`src/hdl/lane_seq_pkg.sv`:
```
// Lane sequencer shared definitions
package lane_seq_pkg;

  // Number of vector instruction IDs that can be in flight
  localparam int unsigned NrVInsn = 8;

  // Instruction ID and one-bit-per-ID mask
  typedef logic [$clog2(NrVInsn)-1:0] vid_t;
  typedef logic [NrVInsn-1:0]         vmask_t;

  // Vector register number, 32 architectural registers
  typedef logic [4:0] vreg_t;

  // Vector length or start index, in elements
  typedef logic [15:0] vlen_t;

  // Operand queues of this lane
  localparam int unsigned NrOpQueues = 5;

  // Queue indices into every per-queue array
  localparam int unsigned OpqAluA = 0;
  localparam int unsigned OpqAluB = 1;
  localparam int unsigned OpqFpuA = 2;
  localparam int unsigned OpqFpuB = 3;
  localparam int unsigned OpqFpuC = 4;

  // One bit per operand queue
  typedef logic [NrOpQueues-1:0] opq_mask_t;

  // Lane functional unit that executes an instruction
  typedef enum logic {
    VfuAlu = 1'b0,
    VfuFpu = 1'b1
  } vfu_e;

endpackage

```
`src/hdl/opq_if.sv`:
```
// Operand command bus
interface opq_if;
  import lane_seq_pkg::*;

  // One command slot per operand queue, written on push
  opq_mask_t                 push;
  vid_t   [NrOpQueues-1:0]   cmd_id;
  vreg_t  [NrOpQueues-1:0]   cmd_vs;
  vlen_t  [NrOpQueues-1:0]   cmd_vl;
  vlen_t  [NrOpQueues-1:0]   cmd_vstart;
  vmask_t [NrOpQueues-1:0]   cmd_hazard;

  // Queues that still hold a command
  opq_mask_t                 busy;

  modport issuer (
    output push, cmd_id, cmd_vs, cmd_vl, cmd_vstart, cmd_hazard,
    input  busy
  );

  modport queue (
    input  push, cmd_id, cmd_vs, cmd_vl, cmd_vstart, cmd_hazard,
    output busy
  );

endinterface

```
`src/hdl/vl_splitter.sv`:
```
// Per-lane vector length split
module vl_splitter #(
  parameter int unsigned NrLanes = 4
) (
  input  logic [$clog2(NrLanes)-1:0] lane_id_i,
  input  lane_seq_pkg::vlen_t        vl_i,
  input  lane_seq_pkg::vlen_t        vstart_i,
  output lane_seq_pkg::vlen_t        lane_vl_o,
  output lane_seq_pkg::vlen_t        lane_vstart_o
);
  import lane_seq_pkg::*;

  localparam int unsigned LaneIdW = $clog2(NrLanes);

  logic vl_extra;
  logic vstart_extra;

  // Elements are spread round-robin, so lanes below the remainder get one more
  assign vl_extra     = lane_id_i < vl_i[LaneIdW-1:0];
  assign vstart_extra = lane_id_i < vstart_i[LaneIdW-1:0];

  // NrLanes is a power of two, the quotient is a plain shift
  assign lane_vl_o     = (vl_i >> LaneIdW) + vlen_t'(vl_extra);
  assign lane_vstart_o = (vstart_i >> LaneIdW) + vlen_t'(vstart_extra);

endmodule

```
`src/hdl/operand_cmd_queue.sv`:
```
// Operand command holding registers
module operand_cmd_queue (
  input  logic                                                  clk_i,
  input  logic                                                  rst_ni,
  opq_if.queue                                                  opq,
  input  lane_seq_pkg::vmask_t                                  running_i,
  input  lane_seq_pkg::opq_mask_t                               opq_ready_i,
  output lane_seq_pkg::opq_mask_t                               opq_valid_o,
  output lane_seq_pkg::vid_t   [lane_seq_pkg::NrOpQueues-1:0]   opq_id_o,
  output lane_seq_pkg::vreg_t  [lane_seq_pkg::NrOpQueues-1:0]   opq_vs_o,
  output lane_seq_pkg::vlen_t  [lane_seq_pkg::NrOpQueues-1:0]   opq_vl_o,
  output lane_seq_pkg::vlen_t  [lane_seq_pkg::NrOpQueues-1:0]   opq_vstart_o,
  output lane_seq_pkg::vmask_t [lane_seq_pkg::NrOpQueues-1:0]   opq_hazard_o
);
  import lane_seq_pkg::*;

  // A pop and a push at the same edge leave the new command in place
  always_ff @(posedge clk_i or negedge rst_ni) begin
    if (!rst_ni) begin
      opq_valid_o <= '0;
    end else begin
      opq_valid_o <= opq.push | (opq_valid_o & ~opq_ready_i);
    end
  end

  // Command payload, loaded on push
  always_ff @(posedge clk_i) begin
    for (int q = 0; q < NrOpQueues; q++) begin
      if (opq.push[q]) begin
        opq_id_o[q]     <= opq.cmd_id[q];
        opq_vs_o[q]     <= opq.cmd_vs[q];
        opq_vl_o[q]     <= opq.cmd_vl[q];
        opq_vstart_o[q] <= opq.cmd_vstart[q];
      end
    end
  end

  // Hazards drop out as soon as the instruction they wait on stops running,
  // also for a command that is pushed at this edge
  always_ff @(posedge clk_i) begin
    for (int q = 0; q < NrOpQueues; q++) begin
      if (opq.push[q]) begin
        opq_hazard_o[q] <= opq.cmd_hazard[q] & running_i;
      end else begin
        opq_hazard_o[q] <= opq_hazard_o[q] & running_i;
      end
    end
  end

  assign opq.busy = opq_valid_o;

endmodule

```
`src/hdl/vinsn_tracker.sv`:
```
// Running instruction bookkeeping
module vinsn_tracker (
  input  logic                 clk_i,
  input  logic                 rst_ni,
  input  lane_seq_pkg::vmask_t running_i,
  input  logic                 accept_i,
  input  lane_seq_pkg::vid_t   accept_id_i,
  input  lane_seq_pkg::vmask_t alu_done_i,
  input  lane_seq_pkg::vmask_t fpu_done_i,
  output lane_seq_pkg::vmask_t vinsn_running_o,
  output lane_seq_pkg::vmask_t vinsn_done_o
);
  import lane_seq_pkg::*;

  vmask_t accept_mask;

  assign accept_mask = accept_i ? (vmask_t'(1) << accept_id_i) : '0;

  always_ff @(posedge clk_i or negedge rst_ni) begin
    if (!rst_ni) begin
      vinsn_running_o <= '0;
      vinsn_done_o    <= '0;
    end else begin
      // The main sequencer retires IDs, this lane only adds the accepted one
      vinsn_running_o <= (vinsn_running_o & running_i) | accept_mask;
      // Completion reports from both units, held for a single cycle
      vinsn_done_o    <= alu_done_i | fpu_done_i;
    end
  end

endmodule

```
`src/hdl/issue_ctrl.sv`:
```
// Lane instruction issue control
module issue_ctrl #(
  parameter int unsigned NrLanes = 4
) (
  input  logic                       clk_i,
  input  logic                       rst_ni,
  input  logic [$clog2(NrLanes)-1:0] lane_id_i,
  input  logic                       req_valid_i,
  output logic                       req_ready_o,
  input  lane_seq_pkg::vid_t         req_id_i,
  input  lane_seq_pkg::vfu_e         req_vfu_i,
  input  lane_seq_pkg::vlen_t        req_vl_i,
  input  lane_seq_pkg::vlen_t        req_vstart_i,
  input  lane_seq_pkg::vreg_t        req_vs1_i,
  input  lane_seq_pkg::vreg_t        req_vs2_i,
  input  lane_seq_pkg::vreg_t        req_vd_i,
  input  logic                       req_use_vs1_i,
  input  logic                       req_use_vs2_i,
  input  logic                       req_use_vd_op_i,
  input  logic                       req_swap_i,
  input  lane_seq_pkg::vmask_t       req_hazard_vs1_i,
  input  lane_seq_pkg::vmask_t       req_hazard_vs2_i,
  input  lane_seq_pkg::vmask_t       req_hazard_vd_i,
  input  lane_seq_pkg::vmask_t       running_q_i,
  input  logic                       alu_ready_i,
  input  logic                       fpu_ready_i,
  output logic                       accept_o,
  output lane_seq_pkg::vid_t         accept_id_o,
  output logic                       vfu_valid_o,
  output lane_seq_pkg::vfu_e         vfu_unit_o,
  output lane_seq_pkg::vid_t         vfu_id_o,
  output lane_seq_pkg::vlen_t        vfu_vl_o,
  output lane_seq_pkg::vlen_t        vfu_vstart_o,
  output lane_seq_pkg::vreg_t        vfu_vd_o,
  opq_if.issuer                      opq
);
  import lane_seq_pkg::*;

  vlen_t  lane_vl;
  vlen_t  lane_vstart;
  logic   unit_ready;
  logic   stall;
  logic   alu_busy;
  logic   fpu_busy;
  logic   is_fpu;
  logic   accept;
  vmask_t hazard_vs1;
  vmask_t hazard_vs2;

  vl_splitter #(
    .NrLanes(NrLanes)
  ) vl_splitter_inst (
    .lane_id_i    (lane_id_i),
    .vl_i         (req_vl_i),
    .vstart_i     (req_vstart_i),
    .lane_vl_o    (lane_vl),
    .lane_vstart_o(lane_vstart)
  );

  // A pending operation waits for the unit it targets
  assign unit_ready = (vfu_unit_o == VfuFpu) ? fpu_ready_i : alu_ready_i;
  assign stall      = vfu_valid_o && !unit_ready;

  assign alu_busy = opq.busy[OpqAluA] | opq.busy[OpqAluB];
  assign fpu_busy = opq.busy[OpqFpuA] | opq.busy[OpqFpuB] | opq.busy[OpqFpuC];
  assign is_fpu   = req_vfu_i == VfuFpu;

  // Only the queues of the requested unit can block it
  assign req_ready_o = !stall && !(is_fpu ? fpu_busy : alu_busy) && !running_q_i[req_id_i];
  assign accept      = req_valid_i && req_ready_o;
  assign accept_o    = accept;
  assign accept_id_o = req_id_i;

  always_ff @(posedge clk_i or negedge rst_ni) begin
    if (!rst_ni) begin
      vfu_valid_o <= 1'b0;
    end else begin
      vfu_valid_o <= accept || stall;
    end
  end

  // Fields only change on acceptance, which never happens during a stall
  always_ff @(posedge clk_i) begin
    if (accept) begin
      vfu_unit_o   <= req_vfu_i;
      vfu_id_o     <= req_id_i;
      vfu_vl_o     <= lane_vl;
      vfu_vstart_o <= lane_vstart;
      vfu_vd_o     <= req_vd_i;
    end
  end

  // Every source operand also waits on writers of the destination
  assign hazard_vs1 = req_hazard_vs1_i | req_hazard_vd_i;
  assign hazard_vs2 = req_hazard_vs2_i | req_hazard_vd_i;

  always_comb begin
    for (int q = 0; q < NrOpQueues; q++) begin
      opq.cmd_id[q]     = req_id_i;
      opq.cmd_vl[q]     = lane_vl;
      opq.cmd_vstart[q] = lane_vstart;
    end

    opq.cmd_vs[OpqAluA]     = req_vs1_i;
    opq.cmd_hazard[OpqAluA] = hazard_vs1;
    opq.cmd_vs[OpqAluB]     = req_vs2_i;
    opq.cmd_hazard[OpqAluB] = hazard_vs2;
    opq.cmd_vs[OpqFpuA]     = req_vs1_i;
    opq.cmd_hazard[OpqFpuA] = hazard_vs1;

    // Swap exchanges the vs2 and vd operands between FPU queues B and C
    opq.cmd_vs[OpqFpuB]     = req_swap_i ? req_vd_i : req_vs2_i;
    opq.cmd_hazard[OpqFpuB] = req_swap_i ? req_hazard_vd_i : hazard_vs2;
    opq.cmd_vs[OpqFpuC]     = req_swap_i ? req_vs2_i : req_vd_i;
    opq.cmd_hazard[OpqFpuC] = req_swap_i ? hazard_vs2 : req_hazard_vd_i;

    opq.push[OpqAluA] = accept && !is_fpu && req_use_vs1_i;
    opq.push[OpqAluB] = accept && !is_fpu && req_use_vs2_i;
    opq.push[OpqFpuA] = accept && is_fpu && req_use_vs1_i;
    opq.push[OpqFpuB] = accept && is_fpu && (req_swap_i ? req_use_vd_op_i : req_use_vs2_i);
    opq.push[OpqFpuC] = accept && is_fpu && (req_swap_i ? req_use_vs2_i : req_use_vd_op_i);
  end

endmodule

```
`src/hdl/lane_sequencer.sv`:
```
// Lane instruction sequencer
module lane_sequencer #(
  parameter int unsigned NrLanes = 4
) (
  input  logic                                                  clk_i,
  input  logic                                                  rst_ni,
  input  logic [$clog2(NrLanes)-1:0]                            lane_id_i,
  // Main sequencer request
  input  logic                                                  req_valid_i,
  output logic                                                  req_ready_o,
  input  lane_seq_pkg::vid_t                                    req_id_i,
  input  lane_seq_pkg::vfu_e                                    req_vfu_i,
  input  lane_seq_pkg::vlen_t                                   req_vl_i,
  input  lane_seq_pkg::vlen_t                                   req_vstart_i,
  input  lane_seq_pkg::vreg_t                                   req_vs1_i,
  input  lane_seq_pkg::vreg_t                                   req_vs2_i,
  input  lane_seq_pkg::vreg_t                                   req_vd_i,
  input  logic                                                  req_use_vs1_i,
  input  logic                                                  req_use_vs2_i,
  input  logic                                                  req_use_vd_op_i,
  input  logic                                                  req_swap_i,
  input  lane_seq_pkg::vmask_t                                  req_hazard_vs1_i,
  input  lane_seq_pkg::vmask_t                                  req_hazard_vs2_i,
  input  lane_seq_pkg::vmask_t                                  req_hazard_vd_i,
  input  lane_seq_pkg::vmask_t                                  running_i,
  // Unit operation
  output logic                                                  vfu_valid_o,
  output lane_seq_pkg::vfu_e                                    vfu_unit_o,
  output lane_seq_pkg::vid_t                                    vfu_id_o,
  output lane_seq_pkg::vlen_t                                   vfu_vl_o,
  output lane_seq_pkg::vlen_t                                   vfu_vstart_o,
  output lane_seq_pkg::vreg_t                                   vfu_vd_o,
  input  logic                                                  alu_ready_i,
  input  logic                                                  fpu_ready_i,
  input  lane_seq_pkg::vmask_t                                  alu_done_i,
  input  lane_seq_pkg::vmask_t                                  fpu_done_i,
  // Operand queues
  output lane_seq_pkg::opq_mask_t                               opq_valid_o,
  output lane_seq_pkg::vid_t   [lane_seq_pkg::NrOpQueues-1:0]   opq_id_o,
  output lane_seq_pkg::vreg_t  [lane_seq_pkg::NrOpQueues-1:0]   opq_vs_o,
  output lane_seq_pkg::vlen_t  [lane_seq_pkg::NrOpQueues-1:0]   opq_vl_o,
  output lane_seq_pkg::vlen_t  [lane_seq_pkg::NrOpQueues-1:0]   opq_vstart_o,
  output lane_seq_pkg::vmask_t [lane_seq_pkg::NrOpQueues-1:0]   opq_hazard_o,
  input  lane_seq_pkg::opq_mask_t                               opq_ready_i,
  // Bookkeeping
  output lane_seq_pkg::vmask_t                                  vinsn_running_o,
  output lane_seq_pkg::vmask_t                                  vinsn_done_o
);
  import lane_seq_pkg::*;

  logic accept;
  vid_t accept_id;

  opq_if opq_bus ();

  issue_ctrl #(
    .NrLanes(NrLanes)
  ) issue_ctrl_inst (
    .clk_i           (clk_i),
    .rst_ni          (rst_ni),
    .lane_id_i       (lane_id_i),
    .req_valid_i     (req_valid_i),
    .req_ready_o     (req_ready_o),
    .req_id_i        (req_id_i),
    .req_vfu_i       (req_vfu_i),
    .req_vl_i        (req_vl_i),
    .req_vstart_i    (req_vstart_i),
    .req_vs1_i       (req_vs1_i),
    .req_vs2_i       (req_vs2_i),
    .req_vd_i        (req_vd_i),
    .req_use_vs1_i   (req_use_vs1_i),
    .req_use_vs2_i   (req_use_vs2_i),
    .req_use_vd_op_i (req_use_vd_op_i),
    .req_swap_i      (req_swap_i),
    .req_hazard_vs1_i(req_hazard_vs1_i),
    .req_hazard_vs2_i(req_hazard_vs2_i),
    .req_hazard_vd_i (req_hazard_vd_i),
    .running_q_i     (vinsn_running_o),
    .alu_ready_i     (alu_ready_i),
    .fpu_ready_i     (fpu_ready_i),
    .accept_o        (accept),
    .accept_id_o     (accept_id),
    .vfu_valid_o     (vfu_valid_o),
    .vfu_unit_o      (vfu_unit_o),
    .vfu_id_o        (vfu_id_o),
    .vfu_vl_o        (vfu_vl_o),
    .vfu_vstart_o    (vfu_vstart_o),
    .vfu_vd_o        (vfu_vd_o),
    .opq             (opq_bus.issuer)
  );

  operand_cmd_queue operand_cmd_queue_inst (
    .clk_i       (clk_i),
    .rst_ni      (rst_ni),
    .opq         (opq_bus.queue),
    .running_i   (running_i),
    .opq_ready_i (opq_ready_i),
    .opq_valid_o (opq_valid_o),
    .opq_id_o    (opq_id_o),
    .opq_vs_o    (opq_vs_o),
    .opq_vl_o    (opq_vl_o),
    .opq_vstart_o(opq_vstart_o),
    .opq_hazard_o(opq_hazard_o)
  );

  vinsn_tracker vinsn_tracker_inst (
    .clk_i          (clk_i),
    .rst_ni         (rst_ni),
    .running_i      (running_i),
    .accept_i       (accept),
    .accept_id_i    (accept_id),
    .alu_done_i     (alu_done_i),
    .fpu_done_i     (fpu_done_i),
    .vinsn_running_o(vinsn_running_o),
    .vinsn_done_o   (vinsn_done_o)
  );

endmodule

```
`config.mk`:
```
export PLATFORM = sky130hd
export DESIGN_NAME = lane_sequencer
export DESIGN_NICKNAME = d
export VERILOG_FILES = /design/src/hdl/lane_seq_pkg.sv /design/src/hdl/opq_if.sv /design/src/hdl/vl_splitter.sv /design/src/hdl/operand_cmd_queue.sv /design/src/hdl/vinsn_tracker.sv /design/src/hdl/issue_ctrl.sv /design/src/hdl/lane_sequencer.sv
export SDC_FILE = /design/constraint.sdc
export NUM_CORES = 1
export LEC_CHECK = 0
export BUFFER_PORTS_ARGS = -buffer_cell sky130_fd_sc_hd__buf_2
export CAP_MARGIN = 20
export CORE_ASPECT_RATIO = 0.5
export CORE_MARGIN = 10
export CORE_UTILIZATION = 45
export DETAILED_ROUTE_END_ITERATION = 16
export GPL_ROUTABILITY_DRIVEN = 0
export PLACE_DENSITY = 0.75
export SYNTH_ARGS = -nofsm -noshare
export SYNTH_HDL_FRONTEND = slang
export SYNTH_SLANG_ARGS = --single-unit
export TNS_END_PERCENT = 50
```
`constraint.sdc`:
```
create_clock -name clk_i -period 3.4 [get_ports clk_i]
set_input_delay 0.68 -clock clk_i [delete_from_list [all_inputs] [get_ports clk_i]]
set_output_delay 0.68 -clock clk_i [all_outputs]
set_load 0.01 [all_outputs]
```
==> Word level (Yosys, flattened, before mapping) <==
Index checks and enable logic that the tools add are counted.
{ "word_totals": {"regBits": 303, "inputBits": 115, "output_inout_bits": 304, "elab_cells": 93} }
{ "classes": {"n_addsub": 2, "order_cmp": 3, "shift": 1, "n_mux": 16, "n_bitwise": 20, "reduce_logical": 17} }
{ "op_table": {"columns": ["operator", "n"], "rows": [
  ["AND 8 bit", 10],
  ["two-way mux 8 bit", 8],
  ["bitwise OR 8 bit", 4],
  ["adder 14 x 1 -> 15 bit", 2],
  ["logical AND 1 bit", 11],
  ["two-way mux 5 bit", 2],
  ["left shift 1 x 3 -> 8 bit (first input constant)", 1],
  ["AND 5 bit", 1],
  ["zero test 1 bit", 5],
  ["two-way mux 1 bit", 5],
  ["NOT 5 bit", 1],
  ["bitwise OR 5 bit", 1],
  ["less-than comparator 2 bit", 2],
  ["less-than comparator 3 x 4 -> 1 bit (second input constant)", 1],
  ["binary-select mux 1 bit (select 3 bit)", 1],
  ["bitwise OR 1 bit", 3],
  ["logical OR 1 bit", 1]
]} }

==> Logic depth before layout (Yosys ltp) <==
{ "depth": {"depth_word": 10, "mapped_depth": 9, "mapped_depth_nobuf": 9} }

==> Cells and area by module <==
From an unflattened synthesis, not the netlist that was laid out.
{ "hier_totals": {"hier_cells": 748, "area_unflattened_um2": 11940.2} }
{ "modules_own_cells": {"columns": ["mod", "n_inst", "cells_per_inst", "area_each_um2", "seq_area_each_um2"], "rows": [
  ["operand_cmd_queue", 1, 345, 7738.7, 6931.6],
  ["issue_ctrl", 1, 278, 3062.9, 1256.2],
  ["vinsn_tracker", 1, 45, 571.8, 400.4],
  ["vl_splitter", 1, 80, 566.8, 0.0]
]} }

==> Worst setup path before layout <==
Ideal clock, no wire load.
{ "synth_timing": {"path_type": "input to register", "startpoint": "input port req_id_i[1]", "endpoint": "register operand_cmd_queue_inst.opq_hazard_o[16] (netlist name)", "setup_time_ns": 0.065, "arrival_time_ns": 3.432, "required_time_ns": 3.335, "slack_ns": -0.097, "cell_stages": 5, "n_path_buf": 1, "cell_sequence": "buf_6 > mux2_4 > o22a_4 > a2111oi_4 > o221a_2"} }
{ "synth_via": {"elab_chain_len": 8} }
{ "synth_lines": {"columns": ["element", "line_no", "source"], "rows": [
  ["from (decl)", "lane_sequencer.sv:11", "input lane_seq_pkg::vid_t req_id_i,"],
  ["binary-select mux 1 bit (select 3 bit)", "issue_ctrl.sv:69", "assign req_ready_o = !stall && !(is_fpu ? fpu_busy : alu_busy) && !running_q_i[req_id_i];"],
  ["two-way mux 1 bit (not written as such)", "issue_ctrl.sv:69", null],
  ["zero test 1 bit", "issue_ctrl.sv:69", null],
  ["logical AND 1 bit", "issue_ctrl.sv:69", null],
  ["logical AND 1 bit", "issue_ctrl.sv:70", "assign accept = req_valid_i && req_ready_o;"],
  ["logical AND 1 bit (2 in series)", "issue_ctrl.sv:119", "opq.push[OpqFpuA] = accept && is_fpu && req_use_vs1_i;"],
  ["via issue_ctrl_inst.opq.push[2]", "opq_if.sv:17", "output push, cmd_id, cmd_vs, cmd_vl, cmd_vstart, cmd_hazard,"],
  ["two-way mux 8 bit", "operand_cmd_queue.sv:42", "if (opq.push[q]) begin"],
  ["to (signal, indexed assignment)", "operand_cmd_queue.sv:43", "opq_hazard_o[q] <= opq.cmd_hazard[q] & running_i;"],
  ["to (signal, indexed assignment)", "operand_cmd_queue.sv:45", "opq_hazard_o[q] <= opq_hazard_o[q] & running_i;"],
  ["to (decl)", "operand_cmd_queue.sv:13", "output lane_seq_pkg::vmask_t [lane_seq_pkg::NrOpQueues-1:0] opq_hazard_o"]
]} }
The timed path passes the listed nets, and every way through them passes these cells. The select of a mux whose other input is x is not followed.
A chain may end at the register's enable or synchronous reset.

==> Worst setup path in the final report <==
{ "layout_timing": {"startpoint": "input port req_id_i[1]", "endpoint": "output port req_ready_o"} }
{ "layout_via": {"elab_chain_len": 4} }
{ "layout_lines": {"columns": ["element", "line_no", "source"], "rows": [
  ["binary-select mux 1 bit (select 3 bit)", "issue_ctrl.sv:69", null],
  ["two-way mux 1 bit (not written as such)", "issue_ctrl.sv:69", null],
  ["zero test 1 bit", "issue_ctrl.sv:69", null],
  ["logical AND 1 bit", "issue_ctrl.sv:69", null],
  ["to (decl)", "lane_sequencer.sv:10", "output logic req_ready_o,"]
]} }
Every way passes these cells. The select of a mux whose other input is x is not followed.

==> flow_metrics.py <==
metrics = {
    "timing": {
        "fin_crit_ns": 2.81,
        "slew_headroom": 0.449,
        "rsz0062_at_grt": "no",
        "tns_ns": 0,
        "whs_ns": 0.126,
        "setup_viol": 0,
        "hold_violations": 0,
        "worst_pin_slew_ns": 0.819,
        "timing.fmax_mhz": 356,
        "report.final.slew_viol_count": 0,
        "clock_skew_ns": 0.0146,
        "final_min_period_over_clock_period": 0.825,
    },
    "clocking": {
        "clkSlewWorstSetupHoldPaths_ns": 0.06,
        "clock_latency_ns": 0.53,
        "cts_setup_buffers": 0,
        "cts_buffers": 26,
        "clkSinkCount": 291,
        "cts_buffer_depth": 3,
        "clock_tree.root_cell": "clkbuf_16",
        "cts_tree": "done",
        "cts_resized": 0,
        "ctsHoldBuffers": 0,
        "htree_levels": 1,
    },
    "synthesis": {
        "synth.cell_area_um2": 10400,
        "ys_seq_area_frac": 0.794,
        "ys.flop_type": "edfxtp_1",
        "yosys.area.top_type": "edfxtp_1",
        "synth.top_cell.area_share": 0.663,
        "synth_edf_count": 229,
        "ys_types": 46,
        "synth_warnings": 0,
        "syn_inst": 594,
        "async_reset_ff_frac": 0.0756,
        "yosys-top-cells-area": "edfxtp_1, dfxtp_1, dfrtp_1",
        "syn_avg_cell_area_um2": 17.5,
        "netlist_top_cells_count": "edfxtp_1, nand2_1, dfxtp_1, mux2i_1, dfrtp_1",
        "synth_seq_cells": 291,
        "yosysMostFrequentCell": "edfxtp_1",
    },
    "power_and_ir_drop": {
        "peakVddDrop_mv": 0.385,
        "power_density_nw_per_um2": 564,
        "leakage_nw": 5.78,
    },
    "critical_path": {
        "cp_slowest_stage_delay_ns": 0.52,
        "cp_cell_sequence": "buf_2, mux2i_1, a22oi_1, a21oi_1, buf_4, buf_2",
        "arrival_ns": 2.13,
        "crit_top_cell": "buf_2",
        "path_buf_inv": 3,
        "worstPathMaxFanout": 12,
        "setup.worst_path.end_class": "primary output",
        "crit_family": "compound AO/OA/AOI/OAI gates",
        "cp-start-kind": "input pin",
        "cp_data_required_time_ns": 2.72,
        "critical-path-slowest-cell": "a22oi_1",
        "critPathKind": "input pin to primary output",
    },
    "global_route": {
        "grt_max_degree": 43,
        "antenna_found_initial": 2,
        "grt_pass1_vias": 7017,
        "grtUsageTotal": 0.199,
        "grt_first_pass_wirelength_mm": 45.3,
        "overflow": 0,
    },
    "routing": {
        "dr_total_vias": 6843,
        "wl_per_cell_um": 23.5,
        "drtPass1Iterations": 5,
        "antenna_left": 0,
        "vias_per_cell": 5.05,
        "post-route-drc-count": 0,
        "drtIter0Drc": 491,
        "wl_mm": 31.8,
    },
    "finish": {
        "instances_no_fill": 1355,
        "nNetsFinal": 1147,
        "final_cell_area_um2": 13700,
        "area_delta_synth_final_pct": 32.3,
        "postLayoutCoreUtil": 0.603,
        "drive_above_1_share": 0.484,
    },
    "flow_run": {
        "maxCapViolations": 0,
    },
    "floorplanning": {
        "io_pins": 419,
        "core_um2": 22700,
        "start_util": 0.456,
        "die_w_um": 235,
        "rows": 39,
        "die_area_um2": 29900,
        "fp.dieH_um": 127,
    },
    "placed_design": {
        "hpwl_mm": 24.0,
        "dpl-instance-area_um2": 12800,
        "place_inst": 1305,
        "portBuffers": 406,
    },
    "min_path": {
        "hp-class": "input pin to async pin",
    },
    "status": {
        "status": "completed",
    },
}
[cell usage in the layout (no fill, tap or decap), drive strengths merged, types with 16 or more instances in the layout]
master  netlist  routed
clkbuf        4      31
xnor2        17      17
inv          15      16
edfxtp      229     229
dfrtp        22      22
o221a        16      16
o21ai        19      19
mux2i        29      29
buf          25     422
nand2        44      44
dfxtp        40      40
[final timing paths]
check / startpoint / to / slack [ns] / depth (start not counted)
worst max-delay path: req_id_i[1] / req_ready_o / 0.59 / 6
worst min-delay path: rst_ni / vinsn_tracker_inst.vinsn_done_o[6] / 0.13 / 1
worst max register to register: operand_cmd_queue_inst.opq.busy[2] / operand_cmd_queue_inst.opq_vl_o[7] / 1.08 / 4
worst min register to register: operand_cmd_queue_inst.opq_hazard_o[38] / operand_cmd_queue_inst.opq_hazard_o[38] / 0.47 / 2
max in group asynchronous: rst_ni / vinsn_tracker_inst.vinsn_running_o[2] / 2.91 / 1
min in group clk_i: opq_ready_i[1] / operand_cmd_queue_inst.opq.busy[1] / 0.33 / 2
[stage by stage]
step / worst slack (ns) / total power, mW
floorplan: -0.0226 / 4.44
global placement: 0.503 / 4.77
detailed placement: 0.464 / 4.79
CTS: 0.614 / 7.81
global route: 0.482 / 8.00
finish: 0.594 / 7.74
[final cells by class]
class                      count  area (um2)
fill                        1765        9020
sequential                   291        8230
timing repair buffer         422        2200
multi-input combinational    270        1960
clock buffer                  31         691
tap                          307         384
clock inverter                17         193
inverter                      15        56.3
antenna                        2        5.00
[kinds of logic (layout without fill, tap and decap cells)]
| group | after synthesis | after routing | share of synthesized area |
|---|---|---|---|
| AO/OA/AOI/OAI | 70 | 70 | 0.0590 |
| AND/OR/NAND/NOR | 117 | 117 | 0.0567 |
| other | 1 | 14 | 0.000362 |
| adder cells (fa/ha/maj) | 6 | 6 | 0.00724 |
| buffers and inverters | 44 | 485 | 0.0215 |
| XOR/XNOR | 24 | 24 | 0.0203 |
| flip-flops | 291 | 291 | 0.794 |
| multiplexers | 41 | 41 | 0.0414 |
[where the power goes]
group	leakage [nW]	switching (mW)	total (mW)	internal, mW
Sequential	2.70	0.0491	4.05	4.00
Clock	0.420	1.27	3.03	1.76
Combinational	2.66	0.422	0.661	0.239
[per-layer routing]
| layer | GRT usage | share of wire | vias to the layer above |
|---|---|---|---|
| li1 | - | - | 3096 |
| met4 | 0.0705 | 0.032 | 0 |
| met3 | 0.0347 | 0.045 | 62 |
| met1 | 0.221 | 0.37 | 3442 |
| met2 | 0.379 | 0.56 | 243 |
| met5 | 0 | 0 | - |
[worst register-to-register path: cells and delay by family (launching register included)]
family / cells / cell delay [ns]
AOI/OAI and AO/OA: 2 / 0.84
DFF: 1 / 0.41
and+or+nand+nor: 1 / 0.34
buffers and inverters: 1 / 0.33
[state kept, by name, summed over array words and instances (netlist names)]
register,cells
operand_cmd_queue_inst.opq.busy,5
issue_ctrl_inst.vfu_valid_o,1
issue_ctrl_inst.vfu_vd_o,5
operand_cmd_queue_inst.opq_vstart_o,75
operand_cmd_queue_inst.opq_id_o,15
operand_cmd_queue_inst.opq_vs_o,25
issue_ctrl_inst.vfu_id_o,3
vinsn_tracker_inst.vinsn_done_o,8
vinsn_tracker_inst.vinsn_running_o,8
issue_ctrl_inst.vfu_vstart_o,15
issue_ctrl_inst.vfu_unit_o,1
issue_ctrl_inst.vfu_vl_o,15
operand_cmd_queue_inst.opq_vl_o,75
operand_cmd_queue_inst.opq_hazard_o,40
No activity file was read; power rests on OpenSTA's default activity.
